### config.mk
export PLATFORM = sky130hd
export DESIGN_NAME = lsu_request_stage_flat
export DESIGN_NICKNAME = d
export VERILOG_FILES = /design/src/verilog/lsu_pkg.sv /design/src/verilog/lsu_ifs.sv /design/src/verilog/lsu_request_stage.sv /design/src/flat_wrapper.sv
export SDC_FILE = /design/constraint.sdc
export NUM_CORES = 1
export LEC_CHECK = 0
export ABC_AREA = 1
export BUFFER_PORTS_ARGS = -buffer_cell sky130_fd_sc_hd__buf_2
export CORE_MARGIN = 2
export CORE_UTILIZATION = 48
export DETAILED_ROUTE_END_ITERATION = 6
export GPL_TIMING_DRIVEN = 0
export PLACE_DENSITY = 0.94
export SYNTH_ARGS = -nofsm -noshare
export SYNTH_HDL_FRONTEND = slang
export SYNTH_SLANG_ARGS = --single-unit
export TNS_END_PERCENT = 1
### constraint.sdc
create_clock -name clock -period 3.4 [get_ports clock]
set_clock_uncertainty 0.2 [all_clocks]
set_input_delay 0.34 -clock clock [delete_from_list [all_inputs] [get_ports clock]]
set_output_delay 0.34 -clock clock [all_outputs]
set_load 0.03 [all_outputs]
### src/verilog/lsu_pkg.sv
package lsu_pkg;

  typedef logic [31:0] addr_t;
  typedef logic [31:0] word_t;
  typedef logic [3:0]  strb_t;
  typedef logic [2:0]  axi_size_t;
  typedef logic [1:0]  axi_resp_t;

  localparam axi_resp_t RESP_OKAY = 2'b00;

  localparam axi_size_t SIZE_BYTE = 3'd0;
  localparam axi_size_t SIZE_HALF = 3'd1;
  localparam axi_size_t SIZE_WORD = 3'd2;

endpackage

### src/verilog/lsu_ifs.sv
`timescale 1ns/1ps

interface lsu_req_if;
  import lsu_pkg::*;

  logic      start;
  logic      is_load;
  logic      is_store;
  addr_t     addr;
  axi_size_t size;
  strb_t     wstrb;
  word_t     wdata;  // Already in its byte lanes
  logic      sext;
  logic      byte_op;
  logic      half_op;
  logic      misaligned;

  modport producer (
    output start, is_load, is_store, addr, size, wstrb, wdata,
    output sext, byte_op, half_op, misaligned
  );

  modport consumer (
    input start, is_load, is_store, addr, size, wstrb, wdata,
    input sext, byte_op, half_op, misaligned
  );
endinterface


### src/verilog/lsu_request_stage.sv
`timescale 1ns/1ps

module lsu_request_stage (
  input  logic            clock,
  input  logic            reset,
  input  logic            ex_valid,
  input  logic            ren,
  input  logic            wen,
  input  logic            suffix_b,
  input  logic            suffix_h,
  input  logic            sext,
  input  lsu_pkg::addr_t  addr,
  input  lsu_pkg::word_t  wsrc,
  input  logic            clear_pipeline,
  input  logic            busy,
  lsu_req_if.producer     req
);
  import lsu_pkg::*;

  logic  accept;
  logic  ren_q;
  logic  wen_q;
  logic  byte_q;
  logic  half_q;
  logic  sext_q;
  addr_t addr_q;
  word_t wsrc_q;
  strb_t base_strb;

  assign accept = ex_valid & ~busy;

  always_ff @(posedge clock) begin
    if (reset) begin
      req.start <= 1'b0;
      ren_q     <= 1'b0;
      wen_q     <= 1'b0;
    end else begin
      req.start <= accept & (ren | wen) & ~clear_pipeline;  // Cancelled requests never start
      if (accept) begin
        ren_q <= ren;
        wen_q <= wen;
      end
    end
  end

  always_ff @(posedge clock) begin
    if (accept) begin
      addr_q <= addr;
      byte_q <= suffix_b;
      half_q <= suffix_h;
      sext_q <= sext;
      wsrc_q <= wsrc;
    end
  end

  assign base_strb = byte_q ? 4'b0001 : (half_q ? 4'b0011 : 4'b1111);

  assign req.is_load  = ren_q;
  assign req.is_store = wen_q;
  assign req.addr     = addr_q;
  assign req.size     = byte_q ? SIZE_BYTE : (half_q ? SIZE_HALF : SIZE_WORD);
  assign req.wstrb    = base_strb << addr_q[1:0];
  assign req.wdata    = wsrc_q << {addr_q[1:0], 3'b000};
  assign req.sext     = sext_q;
  assign req.byte_op  = byte_q;
  assign req.half_op  = half_q;

  // Halves may sit at offsets 0 to 2, bytes anywhere
  assign req.misaligned = byte_q ? 1'b0 :
                          half_q ? (addr_q[1:0] == 2'd3) : (addr_q[1:0] != 2'd0);

endmodule

### src/flat_wrapper.sv
// flat-port wrapper written by rule: the top's interface ports become plain ports
module lsu_request_stage_flat import lsu_pkg::*;
  (clock, reset, ex_valid, ren, wen, suffix_b, suffix_h, sext, addr, wsrc, clear_pipeline, busy, req_start, req_is_load, req_is_store, req_addr, req_size, req_wstrb, req_wdata, req_sext, req_byte_op, req_half_op, req_misaligned);
  lsu_req_if req_i ();
  input  logic clock;
  input  logic reset;
  input  logic ex_valid;
  input  logic ren;
  input  logic wen;
  input  logic suffix_b;
  input  logic suffix_h;
  input  logic sext;
  input  lsu_pkg::addr_t addr;
  input  lsu_pkg::word_t wsrc;
  input  logic clear_pipeline;
  input  logic busy;
  output wire logic [$bits(req_i.start)-1:0] req_start;
  output wire logic [$bits(req_i.is_load)-1:0] req_is_load;
  output wire logic [$bits(req_i.is_store)-1:0] req_is_store;
  output wire logic [$bits(req_i.addr)-1:0] req_addr;
  output wire logic [$bits(req_i.size)-1:0] req_size;
  output wire logic [$bits(req_i.wstrb)-1:0] req_wstrb;
  output wire logic [$bits(req_i.wdata)-1:0] req_wdata;
  output wire logic [$bits(req_i.sext)-1:0] req_sext;
  output wire logic [$bits(req_i.byte_op)-1:0] req_byte_op;
  output wire logic [$bits(req_i.half_op)-1:0] req_half_op;
  output wire logic [$bits(req_i.misaligned)-1:0] req_misaligned;
  assign req_start = req_i.start;
  assign req_is_load = req_i.is_load;
  assign req_is_store = req_i.is_store;
  assign req_addr = req_i.addr;
  assign req_size = req_i.size;
  assign req_wstrb = req_i.wstrb;
  assign req_wdata = req_i.wdata;
  assign req_sext = req_i.sext;
  assign req_byte_op = req_i.byte_op;
  assign req_half_op = req_i.half_op;
  assign req_misaligned = req_i.misaligned;
  lsu_request_stage u_core (.clock(clock), .reset(reset), .ex_valid(ex_valid), .ren(ren), .wen(wen), .suffix_b(suffix_b), .suffix_h(suffix_h), .sext(sext), .addr(addr), .wsrc(wsrc), .clear_pipeline(clear_pipeline), .busy(busy), .req(req_i));
endmodule
==> reports/qor.csv <==
stage,metric,value,unit
floorplan,initial_utilization,49.56,%
pwr,p_leak,2.237,nW
grt,grt_overflow,0,
timing,post-route-period-util,64.86,%
place,dp_slack,1.431,ns
floorplan,rows,28,
clocking,cts_tree,yes,
clocking,post_cts_resized,0,
place,place_hpwl,5442,um
floorplan,ios,152,
synth,synth_cells,254,
finish,final_nets,558,
worst_setup_path,worstSetupPathType,flip-flop to primary output,
timing,setup_viol,0,
grt,grt_max_degree,40,
worst_setup_path,cp-end-kind,primary output,
run_status,status,"finished, final reports clean",
timing,finalHoldViolations,0,
finish,syn_to_final_growth,59.96,%
timing,setup_slack,1.195,ns
pwr,peakVddDrop,0.4986,mV
detailed_routing,via_count,2840,
timing,holdWs,0.09227,ns
timing,slew_violations,0,
detailed_routing,wl_per_cell,16.97,um
timing,period_minus_slack,2.205,ns
place,post_dp_cell_area,0.003799,sq mm
synth,syn_area,0.002934,sq mm
floorplan,die_y,82.19,um
detailed_routing,drt_pass1_iterations,5,
worst_setup_path,critPathArrivalTime,1.67,ns
clocking,cts_setup_buffers,0,
timing,relSlewSlack,57.89,%
worst_hold_path,hold_path_class,input port to flip-flop,
run,cap_violations,0,
synth,synthDistinctLibCells,20,
worst_setup_path,crit_required,2.86,ns
pwr,power_density,477.4,mW/mm^2
place,port_buffers,150,
worst_setup_path,worstPathMaxFanout,10,
synth,seq_area_frac_synth,70.62,%
finish,drive_gt1_share,38.85,%
floorplan,die_x,82.19,um
detailed_routing,drt-total-wl,9569,um
clocking,cts_buffer_depth,2,
detailed_routing,route.detailed.drc,0,
floorplan,core_area,0.005921,sq mm
detailed_routing,antenna_left,0,
finish,final_area,0.004693,sq mm
clocking,htreeDepth,3,
clocking,cts_root_buf,clkbuf_8,
finish,multiInputGateArea,648.1,sq um
place,gp_congestion,0.8800,
synth,synth_nets,328,
grt,grt_pass1_vias,2790,
clocking,cts_sinks,70,
synth,yosys_warnings,0,
detailed_routing,vias_per_cell,5.035,
detailed_routing,drt-initial-drc-count,313,
grt,track_usage,29.33,%
timing,rsz0062_at_grt,false,
clocking,clkTransAtPathRegs,0.08,ns
grt,antenna_found_initial,0,
grt,grt_pass1_wl,14010,um
clocking,clk_latency,0.33,ns
finish,final-seq-area,0.002072,sq mm
finish,diodes,0,
synth,avgSynthCellArea,11.55,sq um
worst_setup_path,worstSetupStartpointType,flip-flop,
timing,max_freq,0.4534,GHz
finish,final_util,79.27,%
timing,tightest_slew,0.6307,ns
timing,setup_tns,0,ns
finish,fill_cells,357,
synth,synth-seq-cells,70,
floorplan,die_area,0.006754,sq mm
clocking,cts_made_buffers,9,
[cells by family (layout without fill, tap and decap cells)]
group                  count (synthesis)  in the layout  share of synthesized area (%)
other                                  1              1                         0.1278
and+or+nand+nor                      125            125                          18.12
buffers and inverters                 43            278                          7.292
AOI/OAI and AO/OA                     15             15                          3.838
DFF                                   70             70                          70.62
[layout by cell type (no fill, tap or decap)]
master / count
a21oi_1: 5
a22oi_2: 1
and2_1: 8
buf_12: 1
buf_2: 154
buf_4: 3
buf_6: 3
buf_8: 1
bufinv_16: 2
clkbuf_1: 1
clkbuf_8: 9
clkinv_1: 1
clkinvlp_4: 3
conb_1: 1
dfxtp_1: 3
dlygate4sd3_1: 68
edfxtp_1: 67
inv_1: 29
inv_2: 2
inv_4: 1
nand2_1: 86
nand3_1: 19
nor2_1: 10
nor2_8: 1
o21ai_1: 1
o21ai_2: 8
or2_2: 1
[where the power goes]
group          switching, W  total (W)  internal, W
combinational      0.000303   0.000479     0.000176
sequential        0.0000241    0.00103      0.00101
clock              0.000319   0.000730     0.000411
total              0.000646    0.00224      0.00159
[Yosys cell counts]
master    instances  area share [%]
o21ai_2           8             2.4
or2_2             1            0.21
nor2_8            1            0.68
buf_4             3            0.77
nor2_1           10             1.3
inv_2             1            0.13
inv_1            30             3.8
edfxtp_1         67              69
conb_1            1            0.13
inv_4             1            0.21
buf_8             1            0.51
nand2_1          86              11
and2_1            8             1.7
a22oi_2           1            0.43
buf_6             3             1.2
buf_2             4            0.68
dfxtp_1           3             2.0
nand3_1          19             3.2
o21ai_1           1            0.17
a21oi_1           5            0.85
[flip-flops by register name, summed over array words and instances, names as in the netlist]
name                 cells
u_core.wsrc_q           32
u_core.req.sext          1
u_core.req.is_store      1
u_core.req.start         1
u_core.req.is_load       1
u_core.req.half_op       1
u_core.req.addr         32
u_core.req.byte_op       1
[metrics by stage]
step	cells	power, W
4_1_cts	564	0.002214
6_report	564	0.002241
5_1_grt	564	0.002315
3_3_place_gp	479	0.001442
3_5_place_dp	480	0.001454
2_1_floorplan	254	0.001309
[per-layer routing]
metal	vias to the layer above	track usage, %	part of all wire, %
li1	1293	-	-
met1	1303	31.96	35
met2	216	52.50	51
met3	28	9.130	11
met4	0	12.33	2.9
met5	-	0	0
[final timing paths]
kind                                     startpoint                   to  slack [ns]  cells past startpoint
worst max-delay path             u_core.req.addr[1]        req_wdata[18]        1.19                      5
worst min-delay path                 clear_pipeline     u_core.req.start        0.09                      3
worst max register to register   u_core.req.is_load   u_core.req.is_load        2.52                      2
worst min register to register  u_core.req.is_store  u_core.req.is_store        0.31                      2
[worst max-delay path, stage by stage (launching register included)]
cell and delay (ns):
edfxtp_1 0.42, inv_2 0.19, buf_2 0.30, nand3_1 0.14, nand2_1 0.08, buf_2 0.19
[area by class of cell]
type	count	area share (%)
plain buffers	11	1.946
clock buffers	10	2.719
clock inverters	6	1.840
inverters	32	2.613
multi-input cells	141	13.81
flip-flops and latches	70	44.15
well taps	75	1.999
repair buffers	219	30.93
[repair_timing]
item | in CTS | in global routing
setup endpoints to repair | 0 | 0
endpoints found under the hold margin | 69 | 0
hold buffers | 68 | 0
(Power assumes the default switching activity.)
