<file path="src/verilog/lsu_pkg.sv">
package lsu_pkg;

  typedef logic [31:0] addr_t;
  typedef logic [31:0] word_t;
  typedef logic [3:0]  strb_t;
  typedef logic [2:0]  axi_size_t;
  typedef logic [1:0]  axi_resp_t;

  localparam axi_resp_t RESP_OKAY = 2'b00;

  localparam axi_size_t SIZE_BYTE = 3'd0;
  localparam axi_size_t SIZE_HALF = 3'd1;
  localparam axi_size_t SIZE_WORD = 3'd2;

endpackage

</file>
<file path="src/verilog/lsu_ifs.sv">
`timescale 1ns/1ps

interface lsu_req_if;
  import lsu_pkg::*;

  logic      start;
  logic      is_load;
  logic      is_store;
  addr_t     addr;
  axi_size_t size;
  strb_t     wstrb;
  word_t     wdata;  // Already in its byte lanes
  logic      sext;
  logic      byte_op;
  logic      half_op;
  logic      misaligned;

  modport producer (
    output start, is_load, is_store, addr, size, wstrb, wdata,
    output sext, byte_op, half_op, misaligned
  );

  modport consumer (
    input start, is_load, is_store, addr, size, wstrb, wdata,
    input sext, byte_op, half_op, misaligned
  );
endinterface

interface axi_lite_if;
  import lsu_pkg::*;

  logic      arvalid;
  addr_t     araddr;
  axi_size_t arsize;
  logic      arready;

  logic      rvalid;
  word_t     rdata;
  axi_resp_t rresp;
  logic      rready;

  logic      awvalid;
  addr_t     awaddr;
  axi_size_t awsize;
  logic      awready;

  logic      wvalid;
  word_t     wdata;
  strb_t     wstrb;
  logic      wready;

  logic      bvalid;
  axi_resp_t bresp;
  logic      bready;

  modport master (
    output arvalid, araddr, arsize, rready,
    output awvalid, awaddr, awsize, wvalid, wdata, wstrb, bready,
    input  arready, rvalid, rdata, rresp, awready, wready, bvalid, bresp
  );

  modport slave (
    input  arvalid, araddr, arsize, rready,
    input  awvalid, awaddr, awsize, wvalid, wdata, wstrb, bready,
    output arready, rvalid, rdata, rresp, awready, wready, bvalid, bresp
  );
endinterface

</file>
<file path="src/verilog/lsu_axi_master.sv">
`timescale 1ns/1ps

module lsu_axi_master (
  input  logic            clock,
  input  logic            reset,
  input  logic            clear_pipeline,
  input  logic            ex_valid,
  input  logic            mem_op,
  lsu_req_if.consumer     req,
  axi_lite_if.master      bus,
  output logic            block,
  output logic            load_addr_misaligned,
  output logic            store_addr_misaligned,
  output logic            load_done,
  output logic            store_done,
  output logic            pass_done,
  output lsu_pkg::word_t  rdata
);

  typedef enum logic [2:0] {
    IDLE,
    READ_ADDR,
    READ_DATA,
    WRITE_REQ,
    WRITE_RESP,
    MISALIGNED
  } state_t;

  state_t state;
  logic   accept;
  logic   aw_free;
  logic   w_free;

  assign accept    = (state == IDLE) & ~block & ex_valid & ~clear_pipeline;
  assign pass_done = accept & ~mem_op;
  assign aw_free   = ~bus.awvalid | bus.awready;  // AW beat done or in progress
  assign w_free    = ~bus.wvalid | bus.wready;

  assign bus.araddr = req.addr;
  assign bus.arsize = req.size;
  assign bus.awaddr = req.addr;
  assign bus.awsize = req.size;
  assign bus.wdata  = req.wdata;
  assign bus.wstrb  = req.wstrb;

  always_ff @(posedge clock) begin
    if (reset) begin
      state                 <= IDLE;
      block                 <= 1'b0;
      load_addr_misaligned  <= 1'b0;
      store_addr_misaligned <= 1'b0;
      load_done             <= 1'b0;
      store_done            <= 1'b0;
      bus.arvalid           <= 1'b0;
      bus.rready            <= 1'b0;
      bus.awvalid           <= 1'b0;
      bus.wvalid            <= 1'b0;
      bus.bready            <= 1'b0;
    end else begin
      load_done  <= 1'b0;
      store_done <= 1'b0;
      case (state)
        IDLE: begin
          if (accept && mem_op) begin
            block <= 1'b1;
          end
          if (load_done || store_done) begin
            block <= 1'b0;  // Falls together with ls_valid
          end
          if (req.start) begin
            if (clear_pipeline) begin
              block <= 1'b0;
            end else if (req.misaligned) begin
              state                 <= MISALIGNED;
              load_addr_misaligned  <= req.is_load;
              store_addr_misaligned <= req.is_store;
            end else if (req.is_load) begin
              state       <= READ_ADDR;
              bus.arvalid <= 1'b1;
            end else begin
              state       <= WRITE_REQ;
              bus.awvalid <= 1'b1;  // AW and W go out together
              bus.wvalid  <= 1'b1;
            end
          end
        end
        READ_ADDR: begin
          if (bus.arready) begin
            bus.arvalid <= 1'b0;
            bus.rready  <= 1'b1;
            state       <= READ_DATA;
          end
        end
        READ_DATA: begin
          if (bus.rvalid) begin
            bus.rready <= 1'b0;
            load_done  <= 1'b1;
            state      <= IDLE;
          end
        end
        WRITE_REQ: begin
          if (bus.awready) begin
            bus.awvalid <= 1'b0;
          end
          if (bus.wready) begin
            bus.wvalid <= 1'b0;
          end
          if (aw_free && w_free) begin
            bus.bready <= 1'b1;
            state      <= WRITE_RESP;
          end
        end
        WRITE_RESP: begin
          if (bus.bvalid) begin
            bus.bready <= 1'b0;
            store_done <= 1'b1;
            state      <= IDLE;
          end
        end
        MISALIGNED: begin
          if (clear_pipeline) begin
            block                 <= 1'b0;
            load_addr_misaligned  <= 1'b0;
            store_addr_misaligned <= 1'b0;
            state                 <= IDLE;
          end
        end
        default: state <= IDLE;
      endcase
    end
  end

  always_ff @(posedge clock) begin
    if (bus.rvalid && bus.rready) begin
      rdata <= bus.rdata;
    end
  end

endmodule

</file>
<file path="src/flat_wrapper.sv">
// flat-port wrapper written by rule: the top's interface ports become plain ports
module lsu_axi_master_flat 
  (clock, reset, clear_pipeline, ex_valid, mem_op, block, load_addr_misaligned, store_addr_misaligned, load_done, store_done, pass_done, rdata, req_start, req_is_load, req_is_store, req_addr, req_size, req_wstrb, req_wdata, req_sext, req_byte_op, req_half_op, req_misaligned, bus_arvalid, bus_araddr, bus_arsize, bus_rready, bus_awvalid, bus_awaddr, bus_awsize, bus_wvalid, bus_wdata, bus_wstrb, bus_bready, bus_arready, bus_rvalid, bus_rdata, bus_rresp, bus_awready, bus_wready, bus_bvalid, bus_bresp);
  lsu_req_if req_i ();
  axi_lite_if bus_i ();
  input  logic clock;
  input  logic reset;
  input  logic clear_pipeline;
  input  logic ex_valid;
  input  logic mem_op;
  output logic block;
  output logic load_addr_misaligned;
  output logic store_addr_misaligned;
  output logic load_done;
  output logic store_done;
  output logic pass_done;
  output lsu_pkg::word_t rdata;
  input wire logic [$bits(req_i.start)-1:0] req_start;
  input wire logic [$bits(req_i.is_load)-1:0] req_is_load;
  input wire logic [$bits(req_i.is_store)-1:0] req_is_store;
  input wire logic [$bits(req_i.addr)-1:0] req_addr;
  input wire logic [$bits(req_i.size)-1:0] req_size;
  input wire logic [$bits(req_i.wstrb)-1:0] req_wstrb;
  input wire logic [$bits(req_i.wdata)-1:0] req_wdata;
  input wire logic [$bits(req_i.sext)-1:0] req_sext;
  input wire logic [$bits(req_i.byte_op)-1:0] req_byte_op;
  input wire logic [$bits(req_i.half_op)-1:0] req_half_op;
  input wire logic [$bits(req_i.misaligned)-1:0] req_misaligned;
  output wire logic [$bits(bus_i.arvalid)-1:0] bus_arvalid;
  output wire logic [$bits(bus_i.araddr)-1:0] bus_araddr;
  output wire logic [$bits(bus_i.arsize)-1:0] bus_arsize;
  output wire logic [$bits(bus_i.rready)-1:0] bus_rready;
  output wire logic [$bits(bus_i.awvalid)-1:0] bus_awvalid;
  output wire logic [$bits(bus_i.awaddr)-1:0] bus_awaddr;
  output wire logic [$bits(bus_i.awsize)-1:0] bus_awsize;
  output wire logic [$bits(bus_i.wvalid)-1:0] bus_wvalid;
  output wire logic [$bits(bus_i.wdata)-1:0] bus_wdata;
  output wire logic [$bits(bus_i.wstrb)-1:0] bus_wstrb;
  output wire logic [$bits(bus_i.bready)-1:0] bus_bready;
  input wire logic [$bits(bus_i.arready)-1:0] bus_arready;
  input wire logic [$bits(bus_i.rvalid)-1:0] bus_rvalid;
  input wire logic [$bits(bus_i.rdata)-1:0] bus_rdata;
  input wire logic [$bits(bus_i.rresp)-1:0] bus_rresp;
  input wire logic [$bits(bus_i.awready)-1:0] bus_awready;
  input wire logic [$bits(bus_i.wready)-1:0] bus_wready;
  input wire logic [$bits(bus_i.bvalid)-1:0] bus_bvalid;
  input wire logic [$bits(bus_i.bresp)-1:0] bus_bresp;
  assign req_i.start = req_start;
  assign req_i.is_load = req_is_load;
  assign req_i.is_store = req_is_store;
  assign req_i.addr = req_addr;
  assign req_i.size = req_size;
  assign req_i.wstrb = req_wstrb;
  assign req_i.wdata = req_wdata;
  assign req_i.sext = req_sext;
  assign req_i.byte_op = req_byte_op;
  assign req_i.half_op = req_half_op;
  assign req_i.misaligned = req_misaligned;
  assign bus_arvalid = bus_i.arvalid;
  assign bus_araddr = bus_i.araddr;
  assign bus_arsize = bus_i.arsize;
  assign bus_rready = bus_i.rready;
  assign bus_awvalid = bus_i.awvalid;
  assign bus_awaddr = bus_i.awaddr;
  assign bus_awsize = bus_i.awsize;
  assign bus_wvalid = bus_i.wvalid;
  assign bus_wdata = bus_i.wdata;
  assign bus_wstrb = bus_i.wstrb;
  assign bus_bready = bus_i.bready;
  assign bus_i.arready = bus_arready;
  assign bus_i.rvalid = bus_rvalid;
  assign bus_i.rdata = bus_rdata;
  assign bus_i.rresp = bus_rresp;
  assign bus_i.awready = bus_awready;
  assign bus_i.wready = bus_wready;
  assign bus_i.bvalid = bus_bvalid;
  assign bus_i.bresp = bus_bresp;
  lsu_axi_master u_core (.clock(clock), .reset(reset), .clear_pipeline(clear_pipeline), .ex_valid(ex_valid), .mem_op(mem_op), .req(req_i), .bus(bus_i), .block(block), .load_addr_misaligned(load_addr_misaligned), .store_addr_misaligned(store_addr_misaligned), .load_done(load_done), .store_done(store_done), .pass_done(pass_done), .rdata(rdata));
endmodule
</file>
<file path="config.mk">
export PLATFORM = sky130hd
export DESIGN_NAME = lsu_axi_master_flat
export DESIGN_NICKNAME = d
export VERILOG_FILES = /design/src/verilog/lsu_pkg.sv /design/src/verilog/lsu_ifs.sv /design/src/verilog/lsu_axi_master.sv /design/src/flat_wrapper.sv
export SDC_FILE = /design/constraint.sdc
export NUM_CORES = 1
export LEC_CHECK = 0
export BUFFER_PORTS_ARGS = -buffer_cell sky130_fd_sc_hd__buf_2
export CAP_MARGIN = 20
export CORE_AREA = 2 2 107 109
export CTS_CLUSTER_DIAMETER = 50
export DETAILED_ROUTE_END_ITERATION = 6
export DIE_AREA = 0 0 109 111
export PLACE_DENSITY = 0.59
export SLEW_MARGIN = 5
export SYNTH_ARGS = -nofsm -noshare
export SYNTH_HDL_FRONTEND = slang
export SYNTH_SLANG_ARGS = --single-unit
export TNS_END_PERCENT = 10
</file>
<file path="constraint.sdc">
create_clock -name clock -period 1.84 [get_ports clock]
set_input_delay 0.368 -clock clock [delete_from_list [all_inputs] [get_ports clock]]
set_output_delay 0.368 -clock clock [all_outputs]
set_load 0.01 [all_outputs]
</file>
==> metrics.yaml <==
grt:
  gr-total-overflow: 0
  antenna_found_initial: 0
  grt_start_max_net_pins: 33
  grt_pass1_wl_um: 9890
  grt_usage_pct: 11.7
  grt_pass1_vias: 1426
synth:
  async_reset_ff_share_pct: 0
  synth_edf_count: 32
  yosysSeqAreaShare_pct: 49.1
  synth_adder_area_share_pct: 0
  synth-seq-cells: 45
  synth.distinct_cells: 38
  netlist_instances: 229
  syn_avg_cell_area_sq_um: 10.9
  synth-compound-area-share_pct: 7.80
  ys_warn_count: 0
  synth_top_family_by_area: "buffers and inverters"
  muxShareOfSynthArea_pct: 0
  syn_area_sq_um: 2480
  ys.flop_type: "edfxtp_1"
  syn_nets: 353
  synth-simple-area-share_pct: 8.81
  synth_xor_area_share_pct: 0
power_and_ir_drop:
  p_leak_nw: 0.996
  power.density_nw_per_um2: 1030
  power_w: 0.00255
  irDropWorstVdd_mv: 0.460
floorplan:
  core_area_sq_um: 11100
  die-height_um: 111
  rows: 39
  ios: 273
  initial_core_util_pct: 22.4
  dieArea_sq_um: 12100
  die_w_um: 109
critical_path:
  crit_arrival_ns: 1.31
  crit_type: "reg -> out"
  reg2reg_from: "u_core.state[0]"
  crit_start: "u_core.state[0]"
  required_ns: 1.47
  endpoint_kind: "output pin"
  cp-start-kind: "flip-flop"
  path_max_fanout: 14
sta:
  fin_ws_ns: 0.165
  setup_viol: 0
  period_needed_ns: 1.68
  finalHoldViolCount: 0
  skew_ns: 0.00776
  max_slew.worst_pin.slew_ns: 0.528
  tns_ns: 0
  fin_crit_sh_pct: 91.0
  hold_ws_ns: 0.259
  max_freq_mhz: 597
  grt_setup_unrepaired: "no"
  drv_slew: 0
  slew_headroom_pct: 64.8
final_layout:
  regMostFlops: "u_core.rdata"
  seqCellArea_sq_um: 1220
  multi_input_area_sq_um: 413
  fin_area_sq_um: 2480
  antenna_cells: 0
  fill_cells: 1167
  areaGrowthSynthToFinish_pct: -0.302
  num-nets-final: 339
  largest_register_ffs: 32
  drive_above_1_share_pct: 48.1
  top_regs: "u_core.rdata: 32 flops, u_core.state: 3 flops"
route:
  drt_first_pass_iters: 4
  via_per_inst: 4.09
  route.detailed.drc: 0
  first_iter_violations: 76
  vias: 1468
  postRouteAntennaNets: 0
  wire_per_inst_um: 20.8
  wirelength_um: 7460
placed_design:
  dp_hpwl_um: 6460
  place_ws_ns: 0.343
  portBuffers: 88
  globalplace.congestion: 0.707
  post_dp_cell_area_sq_um: 2290
clocking:
  clk_latency_ns: 0.28
  cts_root_buf: "clkbuf_16"
  path_clk_slew_ns: 0.06
  hold_buffers: 0
  post_cts_resized: 0
  cts_sinks: 45
  cts.htree.levels: 2
  cts_buffers: 5
  clockBufferDepth: 2
  post_cts_buffers: 0
  cts_tree: "yes"
worst_hold_path:
  hold_path.class: "in -> reg"
  hold_start: "bus_rdata[28]"
outcome:
  outcome: "finished clean"
flow_run:
  cap_violations: 0
-- path summary, 6_finish.rpt --
| check | slack, ns | cells past startpoint | end |
|---|---|---|---|
| min | 0.26 | 1 | u_core.rdata[28] |
| min reg2reg | 0.48 | 2 | u_core.store_addr_misaligned |
| max | 0.16 | 3 | pass_done |
| max reg2reg | 0.32 | 4 | u_core.state[0] |
-- cells in the mapped netlist (all sizes together) (2+ instances only) --
| cell type | count | share of area (%) |
|---|---|---|
| nand2b | 2 | 0.50 |
| buf | 110 | 33 |
| o21ai | 5 | 1.0 |
| a21oi | 9 | 2.0 |
| nand4 | 2 | 0.50 |
| nor3 | 4 | 1.3 |
| and2 | 3 | 0.76 |
| nor2 | 6 | 1.0 |
| dfxtp | 13 | 10 |
| inv | 5 | 0.75 |
| o211ai | 2 | 0.60 |
| edfxtp | 32 | 39 |
| nand2 | 8 | 1.2 |
| nand3 | 5 | 1.0 |
| o311ai | 2 | 0.71 |
| nor4 | 2 | 0.50 |
| a31oi | 3 | 0.76 |
| nor2b | 2 | 0.50 |
| o31ai | 3 | 1.1 |
-- layout make-up --
type                            instances  share of cell area (%)
Inverter                                5                   0.758
Clock buffer                            5                    5.05
Tap cell                              143                    7.22
Sequential cell                        45                    49.3
Timing Repair Buffer                   90                    18.4
Clock inverter                          3                    2.63
Multi-Input combinational cell         68                    16.7
-- metal layers --
layer | share of wire (%) | GRT usage (%)
met1 | 22 | 6.59
met2 | 50 | 21.0
met4 | 3.0 | 5.81
met3 | 25 | 12.3
met5 | 0 | 0
-- stage by stage --
step	cells	utilization, %
3_3_place_gp	351	20.6
5_1_grt	359	22.4
3_5_place_dp	351	20.6
4_1_cts	359	22.4
6_report	359	22.4
2_1_floorplan	229	-
-- worst max-delay path, cell delays in order, from the launching register on --
cell and delay [ns]:
dfxtp_1 0.65, nor3_4 0.06, and4b_1 0.18, buf_2 0.13
-- cells in the final DEF (no fill, tap or decap), drive strengths merged, types with 3 or more instances in the layout --
cell,synthesis,final
buf,110,90
edfxtp,32,32
o31ai,3,3
nor3,4,4
clkbuf,1,5
a21oi,9,9
o21ai,5,5
inv,5,5
and2,3,3
nand3,5,5
nor2,6,6
a31oi,3,3
nand2,8,8
dfxtp,13,13
-- power breakdown --
| group | total, W | internal, W | switching, W |
|---|---|---|---|
| clock network | 0.00113 | 0.000774 | 0.000351 |
| logic | 0.000259 | 0.000121 | 0.000138 |
| registers | 0.00117 | 0.00112 | 0.0000449 |
| total | 0.00255 | 0.00202 | 0.000534 |
-- cells by family (layout without fill, tap and decap cells) --
family                 count (synthesis)  in the layout
DFF                                   45             45
buffers and inverters                116            103
and+or+nand+nor                       39             39
AOI/OAI and AO/OA                     29             29
(Power assumes the default switching activity.)
