## config.mk

```make
export PLATFORM = sky130hd
export DESIGN_NAME = lsu_load_align_flat
export DESIGN_NICKNAME = d
export VERILOG_FILES = /design/src/verilog/lsu_pkg.sv /design/src/verilog/lsu_ifs.sv /design/src/verilog/lsu_load_align.sv /design/src/flat_wrapper.sv
export SDC_FILE = /design/constraint.sdc
export NUM_CORES = 1
export LEC_CHECK = 0
export BUFFER_PORTS_ARGS = -buffer_cell sky130_fd_sc_hd__buf_2
export CORE_MARGIN = 2
export CORE_UTILIZATION = 38
export CTS_CLUSTER_SIZE = 24
export DETAILED_ROUTE_END_ITERATION = 10
export GPL_TIMING_DRIVEN = 0
export MAX_ROUTING_LAYER = met4
export PLACE_DENSITY = 0.76
export SLEW_MARGIN = 5
export SYNTH_ARGS = -nofsm -noshare
export SYNTH_HDL_FRONTEND = slang
export SYNTH_SLANG_ARGS = --single-unit
```

## constraint.sdc

```tcl
create_clock -name clock -period 1.8 [get_ports clock]
set_clock_uncertainty 0.2 [all_clocks]
set_input_delay 0.36 -clock clock [delete_from_list [all_inputs] [get_ports clock]]
set_output_delay 0.36 -clock clock [all_outputs]
set_load 0.03 [all_outputs]
```

## src/verilog/lsu_pkg.sv

```systemverilog
package lsu_pkg;

  typedef logic [31:0] addr_t;
  typedef logic [31:0] word_t;
  typedef logic [3:0]  strb_t;
  typedef logic [2:0]  axi_size_t;
  typedef logic [1:0]  axi_resp_t;

  localparam axi_resp_t RESP_OKAY = 2'b00;

  localparam axi_size_t SIZE_BYTE = 3'd0;
  localparam axi_size_t SIZE_HALF = 3'd1;
  localparam axi_size_t SIZE_WORD = 3'd2;

endpackage

```

## src/verilog/lsu_ifs.sv

```systemverilog
`timescale 1ns/1ps

interface lsu_req_if;
  import lsu_pkg::*;

  logic      start;
  logic      is_load;
  logic      is_store;
  addr_t     addr;
  axi_size_t size;
  strb_t     wstrb;
  word_t     wdata;  // Already in its byte lanes
  logic      sext;
  logic      byte_op;
  logic      half_op;
  logic      misaligned;

  modport producer (
    output start, is_load, is_store, addr, size, wstrb, wdata,
    output sext, byte_op, half_op, misaligned
  );

  modport consumer (
    input start, is_load, is_store, addr, size, wstrb, wdata,
    input sext, byte_op, half_op, misaligned
  );
endinterface


```

## src/verilog/lsu_load_align.sv

```systemverilog
`timescale 1ns/1ps

module lsu_load_align (
  input  logic            clock,
  input  logic            reset,
  lsu_req_if.consumer     req,
  input  logic            load_done,
  input  logic            store_done,
  input  logic            pass_done,
  input  lsu_pkg::word_t  rdata,
  input  lsu_pkg::word_t  exu_r_wdata,
  output lsu_pkg::word_t  r_wdata,
  output logic            ls_valid
);
  import lsu_pkg::*;

  word_t shifted;
  word_t load_value;
  word_t exu_q;

  assign shifted = rdata >> {req.addr[1:0], 3'b000};

  always_comb begin
    if (req.byte_op) begin
      load_value = {{24{req.sext & shifted[7]}}, shifted[7:0]};
    end else if (req.half_op) begin
      load_value = {{16{req.sext & shifted[15]}}, shifted[15:0]};
    end else begin
      load_value = shifted;
    end
  end

  always_ff @(posedge clock) begin
    if (reset) begin
      ls_valid <= 1'b0;
    end else begin
      ls_valid <= load_done | store_done | pass_done;
    end
  end

  // exu_q still holds the request's value when start arrives
  always_ff @(posedge clock) begin
    exu_q <= exu_r_wdata;
    if (pass_done) begin
      r_wdata <= exu_r_wdata;
    end else if (load_done) begin
      r_wdata <= load_value;
    end else if (req.start) begin
      r_wdata <= exu_q;  // Stores keep this value
    end
  end

endmodule

```

## src/flat_wrapper.sv

```systemverilog
// flat-port wrapper written by rule: the top's interface ports become plain ports
module lsu_load_align_flat import lsu_pkg::*;
  (clock, reset, load_done, store_done, pass_done, rdata, exu_r_wdata, r_wdata, ls_valid, req_start, req_is_load, req_is_store, req_addr, req_size, req_wstrb, req_wdata, req_sext, req_byte_op, req_half_op, req_misaligned);
  lsu_req_if req_i ();
  input  logic clock;
  input  logic reset;
  input  logic load_done;
  input  logic store_done;
  input  logic pass_done;
  input  lsu_pkg::word_t rdata;
  input  lsu_pkg::word_t exu_r_wdata;
  output lsu_pkg::word_t r_wdata;
  output logic ls_valid;
  input wire logic [$bits(req_i.start)-1:0] req_start;
  input wire logic [$bits(req_i.is_load)-1:0] req_is_load;
  input wire logic [$bits(req_i.is_store)-1:0] req_is_store;
  input wire logic [$bits(req_i.addr)-1:0] req_addr;
  input wire logic [$bits(req_i.size)-1:0] req_size;
  input wire logic [$bits(req_i.wstrb)-1:0] req_wstrb;
  input wire logic [$bits(req_i.wdata)-1:0] req_wdata;
  input wire logic [$bits(req_i.sext)-1:0] req_sext;
  input wire logic [$bits(req_i.byte_op)-1:0] req_byte_op;
  input wire logic [$bits(req_i.half_op)-1:0] req_half_op;
  input wire logic [$bits(req_i.misaligned)-1:0] req_misaligned;
  assign req_i.start = req_start;
  assign req_i.is_load = req_is_load;
  assign req_i.is_store = req_is_store;
  assign req_i.addr = req_addr;
  assign req_i.size = req_size;
  assign req_i.wstrb = req_wstrb;
  assign req_i.wdata = req_wdata;
  assign req_i.sext = req_sext;
  assign req_i.byte_op = req_byte_op;
  assign req_i.half_op = req_half_op;
  assign req_i.misaligned = req_misaligned;
  lsu_load_align u_core (.clock(clock), .reset(reset), .req(req_i), .load_done(load_done), .store_done(store_done), .pass_done(pass_done), .rdata(rdata), .exu_r_wdata(exu_r_wdata), .r_wdata(r_wdata), .ls_valid(ls_valid));
endmodule
```

==> results of run 1 <==
[metal layers]
metal / up-vias / part of all wire
met5: - / 0
met4: 0 / 0.022
met3: 16 / 0.061
met2: 99 / 0.48
met1: 1191 / 0.44
li1: 1223 / -
[stage by stage]
step                      setup WS [ps]   util  TNS [ps]
after detailed placement           -317  0.480    -11220
after CTS                          51.4  0.550         0
after global routing               5.98  0.554         0
after global placement             -297  0.480     -9390
final                              97.6  0.554         0
after floorplan                   -15.5      -      -112
[final timing paths]
check | endpoint | slack (ps)
setup reg to reg | u_core.r_wdata[30] | 560
hold reg to reg | u_core.r_wdata[15] | 370
hold / removal | u_core.ls_valid | 40
setup / recovery | u_core.r_wdata[14] | 100
[worst min-delay path, stage by stage]
cell and delay, ps:
buf_2 70, nor2_1 30, nor2_1 70
[flip-flops by register name (all words and copies together), names as in the netlist]
name,cells
u_core.exu_q,32
u_core.r_wdata,32
u_core.ls_valid,1
[final cells by class]
| cell class | instances | area share |
|---|---|---|
| clock buffers | 13 | 0.0400 |
| flip-flops and latches | 65 | 0.408 |
| clock inverters | 3 | 0.00441 |
| well taps | 99 | 0.0312 |
| inverters | 2 | 0.00189 |
| plain buffers | 17 | 0.0211 |
| multi-input cells | 152 | 0.278 |
| repair buffers | 138 | 0.215 |
[cell usage in the layout (no fill, tap or decap)]
cell type / count
nand2_1: 25
or3_1: 2
nand2b_1: 1
nor2b_1: 2
nand3_1: 1
edfxtp_1: 32
clkinv_1: 1
nand4_1: 1
o221a_4: 1
o31a_1: 1
dfxtp_1: 33
o211ai_1: 7
inv_1: 1
mux2_2: 16
o22ai_1: 15
nor3_2: 2
buf_4: 1
clkbuf_8: 11
a21oi_1: 24
mux2i_1: 8
clkbuf_2: 2
nand3b_1: 1
or3_4: 1
clkinv_2: 2
a31o_1: 8
clkbuf_1: 10
o221a_2: 8
buf_2: 110
mux2i_4: 1
dlygate4sd3_1: 33
o21ai_0: 9
buf_6: 1
nor2_1: 2
clkinvlp_4: 1
a2bb2oi_1: 16
[logic make-up after synthesis]
| family | after synthesis | share of synthesized area |
|---|---|---|
| flops | 65 | 0.583 |
| compound gates | 89 | 0.227 |
| mux | 25 | 0.0972 |
| simple gates | 38 | 0.0603 |
| buf+inv | 20 | 0.0324 |
[repair_timing]
item                                   CTS  global route
pin swaps                                0             0
setup endpoints to repair                1            19
endpoints found under the hold margin   33             0
gates resized for setup                  1             6
cloned                                   0             0
hold buffers                            33             0
[power breakdown]
part           internal [mW]  switching, mW
Combinational          0.301          0.425
Sequential              1.69         0.0304
Clock                  0.572          0.544
==> flow_summary.toml, run 1 <==
[run_status]
status = "finished, final reports clean"

[critical_path]
start_kind = "input pin"
cpPeakStageDelay_ps = 290
path_max_fanout = 10
critPathArrivalTime_ps = 1590
worst-path-stages = 6
worstSetupPathType = "input pin to flop"
cp-end-kind = "flop"
slowest_stage = "buf_2"
critPathTopFamily = "compound AO/OA/AOI/OAI gates"
crit_path_start = "req_addr[1]"
reg2regPathDepth = 3
r2r_start = "u_core.exu_q[30]"
cp_cell_sequence = "buf_6, buf_2, mux2i_1, a2bb2oi_1, o21ai_0, o221a_2"
cp.required_ps = 1690
worst-path-buf-inv = 2

[cells_and_area]
diodes = 0
area_growth_pct = 42.9
regArea_um2 = 1620
layout-drive-gt1-share = 0.403
fin_area_um2 = 3980
final_cells = 489
fill_cells = 657
finalNetCount = 532
multi_input_area_um2 = 1110

[grt]
grt.overflow.total = 0
track_usage = 0.216
top_usage_layer = "met2"
grtUsageMet1 = 0.270
grt_antenna_before_repair = 0
met3_usage = 0.0397
grt_pass1_wl_mm = 12.2
grt_pass1_vias = 2567
grt_max_degree = 33
grt_use_met2 = 0.333

[yosys]
synthArstFlopShare = 0
yosysMostFrequentCell = "dfxtp_1"
syn_avg_cell_area_um2 = 11.7
synth_top_area_cell = "edfxtp_1"
synth_area_um2 = 2780
yosysWarnings = 0
synth.area.top_cells = "edfxtp_1 (35%), dfxtp_1 (24%), mux2_2 (6.5%), a2bb2oi_1 (5.0%), a21oi_1 (4.3%)"
synth_top_area_frac = 0.345
syn-instance-count = 237
ys.flop_type = "dfxtp_1"
synth_nets = 384
ys_seq_area_frac = 0.583
synth_edf_count = 32
ys_ff_latch = 65
yosysUniqueCellTypes = 26
synth_common_cells = "dfxtp_1 (33), edfxtp_1 (32), nand2_1 (25)"

[placement]
io_buffers = 105
placed_cells = 441
place_area_um2 = 3440
dpl.hpwl_mm = 5.83
place_congestion = 0.965

[clock_network]
cts_root_buf = "clkbuf_8"
h-tree-depth = 3
clk_pin_slew_worst_paths_ps = 70
cts_sinks = 65
cts_buffers = 9
postCtsSetupBuffers = 0
cts_buffer_depth = 2
cts_tree = "built"
insertion_delay_ps = 340

[floorplanning]
start_util = 0.388
dieArea_um2 = 8020
core_um2 = 7180
rows = 31
fp.dieH_um = 89.6
die_w_um = 89.6
io_pins = 180

[sta]
tightest_slew_ps = 518
maxSlewHeadroom = 0.655
setup_viol_count_final = 0
finalHoldViolCount = 0
fmax_ghz = 0.587
rsz0062_at_grt = "no"
hold_slack_ps = 35.9
period_minus_slack_ps = 1700
slew_violations = 0
fin_crit_sh = 0.946

[routing]
post_drt_wl_per_cell_um = 17.1
drt-total-wl_mm = 8.34
ant_nets = 0
drt-initial-drc-count = 165
post-route-drc-count = 0
viasPerCell = 5.17
drt_first_pass_iters = 4
vias = 2529

[power_and_ir_drop]
leakage_nw = 1.64
ir_drop_mv = 0.461
powerDensity_nw_per_um2 = 895
post-layout-total-power_mw = 3.56

[min_path]
hp-class = "input pin to flop"
hold_path_depth = 3
holdCritStartpoint = "store_done"

[flow_run]
maxCapViolCount = 0
Note: power is estimated with default switching activity, not from simulation.
==> run 2, diff against run 1 <==
--- a/config.mk
+++ b/config.mk
@@ -5,14 +5,15 @@
 export SDC_FILE = /design/constraint.sdc
 export NUM_CORES = 1
 export LEC_CHECK = 0
+export ABC_AREA = 1
 export BUFFER_PORTS_ARGS = -buffer_cell sky130_fd_sc_hd__buf_2
 export CORE_MARGIN = 2
-export CORE_UTILIZATION = 38
+export CORE_UTILIZATION = 44
 export CTS_CLUSTER_SIZE = 24
 export DETAILED_ROUTE_END_ITERATION = 10
 export GPL_TIMING_DRIVEN = 0
 export MAX_ROUTING_LAYER = met4
-export PLACE_DENSITY = 0.76
+export PLACE_DENSITY = 0.8
 export SLEW_MARGIN = 5
 export SYNTH_ARGS = -nofsm -noshare
 export SYNTH_HDL_FRONTEND = slang
==> constraint.sdc (replaced) <==
create_clock -name clock -period 1.6 [get_ports clock]
set_clock_uncertainty 0.2 [all_clocks]
set_input_delay 0.32 -clock clock [delete_from_list [all_inputs] [get_ports clock]]
set_output_delay 0.32 -clock clock [all_outputs]
set_load 0.03 [all_outputs]
==> flow_summary.toml, run 2 <==
[grt]
track_usage = 0.243
top_usage_layer = "met2"
met3_usage = 0.0420
grt_pass1_vias = 3119
grt.overflow.total = 0
grtUsageMet1 = 0.293
grt_use_met2 = 0.401
grt_antenna_before_repair = 0
grt_pass1_wl_mm = 14.0
grt_max_degree = 33

[yosys]
ys.flop_type = "dfxtp_1"
synth_common_cells = "nand2_1 (164), nor2_1 (51), dfxtp_1 (33)"
synth_top_area_frac = 0.308
yosysUniqueCellTypes = 28
ys_ff_latch = 65
syn-instance-count = 397
yosysWarnings = 0
synth.area.top_cells = "edfxtp_1 (31%), dfxtp_1 (21%), nand2_1 (20%), nor2_1 (6.1%), o21ai_1 (3.0%)"
synth_area_um2 = 3120
synth_top_area_cell = "edfxtp_1"
ys_seq_area_frac = 0.519
syn_avg_cell_area_um2 = 7.87
synthArstFlopShare = 0
yosysMostFrequentCell = "nand2_1"
synth_nets = 544
synth_edf_count = 32

[floorplanning]
die_w_um = 88.2
io_pins = 180
start_util = 0.457
core_um2 = 6830
dieArea_um2 = 7790
fp.dieH_um = 88.2
rows = 30

[critical_path]
critPathTopFamily = "buffers and inverters"
reg2regPathDepth = 4
path_max_fanout = 1
cp.required_ps = 1690
worst-path-buf-inv = 3
start_kind = "input pin"
cpPeakStageDelay_ps = 540
slowest_stage = "dlygate4sd3_1"
cpMostUsedCell = "dlygate4sd3_1"
critPathArrivalTime_ps = 1590
worst-path-stages = 4
cp_cell_sequence = "dlygate4sd3_1, buf_2, nor2_1, dlygate4sd3_1"
cp-end-kind = "flop"
worstSetupPathType = "input pin to flop"

[power_and_ir_drop]
powerDensity_nw_per_um2 = 930
post-layout-total-power_mw = 3.99
ir_drop_mv = 0.333
leakage_nw = 2.10

[sta]
maxSlewHeadroom = 0.639
tightest_slew_ps = 541
fin_crit_sh = 0.941
setup_viol_count_final = 0
hold_slack_ps = 268
slew_violations = 0
period_minus_slack_ps = 1510
finalHoldViolCount = 0
rsz0062_at_grt = "no"
fmax_ghz = 0.664

[routing]
post-route-drc-count = 0
drt_first_pass_iters = 5
post_drt_wl_per_cell_um = 13.8
drt-total-wl_mm = 8.97
drt-initial-drc-count = 241
vias = 3169
ant_nets = 0
viasPerCell = 4.88

[cells_and_area]
fill_cells = 621
layout-drive-gt1-share = 0.277
final_cell_mix = "nand2_1 (164), buf_2 (114), nor2_1 (51)"
diodes = 0
final_cells = 649
largestRegisters = "u_core.exu_q: 32 flops, u_core.r_wdata: 32 flops, u_core.ls_valid: 1 flops"
area_growth_pct = 37.2
post-route-util = 0.627
final_common_cell = "nand2_1"
finalNetCount = 695

[min_path]
hold_path_depth = 4
hp-class = "input pin to flop"

[clock_network]
cts_root_buf = "clkbuf_8"
cts_buffers = 9
cts_resized = 0
clk_pin_slew_worst_paths_ps = 70
insertion_delay_ps = 340
cts_tree = "built"
h-tree-depth = 3
cts_sinks = 65
cts_buffer_depth = 2

[run_status]
status = "finished, final reports clean"

[placement]
io_buffers = 105
dpl.hpwl_mm = 6.44
placed_cells = 598
place_congestion = 0.997

[flow_run]
maxCapViolCount = 0
## run 2: cell types whose count changed in the layout (fill, tap and decap cells not counted), moves of 9 or more
cell,before,now
nand2_1,25,164
nor2_1,2,51
o21ai_1,0,19
a2bb2oi_1,16,0
mux2_2,16,0
a21oi_1,24,14
nand3_1,1,11
o21ai_0,9,0
## run 2: cell families (layout without fill, tap and decap cells)
kind of cell,after synthesis,after routing,synth area share
AND/OR/NAND/NOR,238,238,0.310
flip-flops,65,65,0.519
AO/OA/AOI/OAI,57,57,0.108
buffers and inverters,37,193,0.0629
## run 2: what timing repair did
item	CTS	global route
setup endpoints to repair	0	1
endpoints found under the hold margin	33	0
buffers inserted	0	1
hold buffers	34	0
## run 2: routing by layer
metal,wire (um),share of wire,vias to the layer above
met5,0,0,-
met4,261,0.029,0
met3,594,0.066,20
met2,4260,0.48,144
met1,3850,0.43,1405
li1,-,-,1600
## run 2: layout make-up
| cell class | instances | area, um^2 | share of cell area |
|---|---|---|---|
| Multi-Input combinational cell | 295 | 1310 | 0.306 |
| Inverter | 14 | 57.6 | 0.0134 |
| Clock inverter | 7 | 37.5 | 0.00876 |
| Clock buffer | 9 | 124 | 0.0289 |
| Timing Repair Buffer | 140 | 873 | 0.204 |
| Tap cell | 96 | 120 | 0.0280 |
| Sequential cell | 65 | 1620 | 0.378 |
| Buffer | 23 | 139 | 0.0324 |
## run 2: report_power, final
| group | leakage [nW] | switching [mW] | internal, mW | total [mW] |
|---|---|---|---|---|
| clock network | 0.0799 | 0.625 | 0.541 | 1.17 |
| registers | 0.617 | 0.0316 | 1.89 | 1.93 |
| logic | 1.40 | 0.564 | 0.330 | 0.894 |
| total | 2.10 | 1.22 | 2.77 | 3.99 |
## run 2: final timing paths
check / from / endpoint / slack, ps
hold reg to reg: u_core.exu_q[4] / u_core.r_wdata[4] / 350
setup / recovery: reset / u_core.ls_valid / 90
hold / removal: load_done / u_core.r_wdata[12] / 270
setup reg to reg: u_core.exu_q[20] / u_core.r_wdata[20] / 580
## run 2: per-stage QoR
step | cell area (um^2) | setup slack (ps) | TNS, ps
floorplan | 3130 | 27.2 | 0
global placement | 3780 | -187 | -7690
detailed placement | 3780 | -234 | -9620
CTS | 4280 | 88.1 | 0
global route | 4290 | 34.4 | 0
finish | 4290 | 94.6 | 0
## run 2: worst reg2reg max path, delay by kind of cell (launching register included)
kind	cells	cell delay, ps
simple gates	4	280
flops	1	300
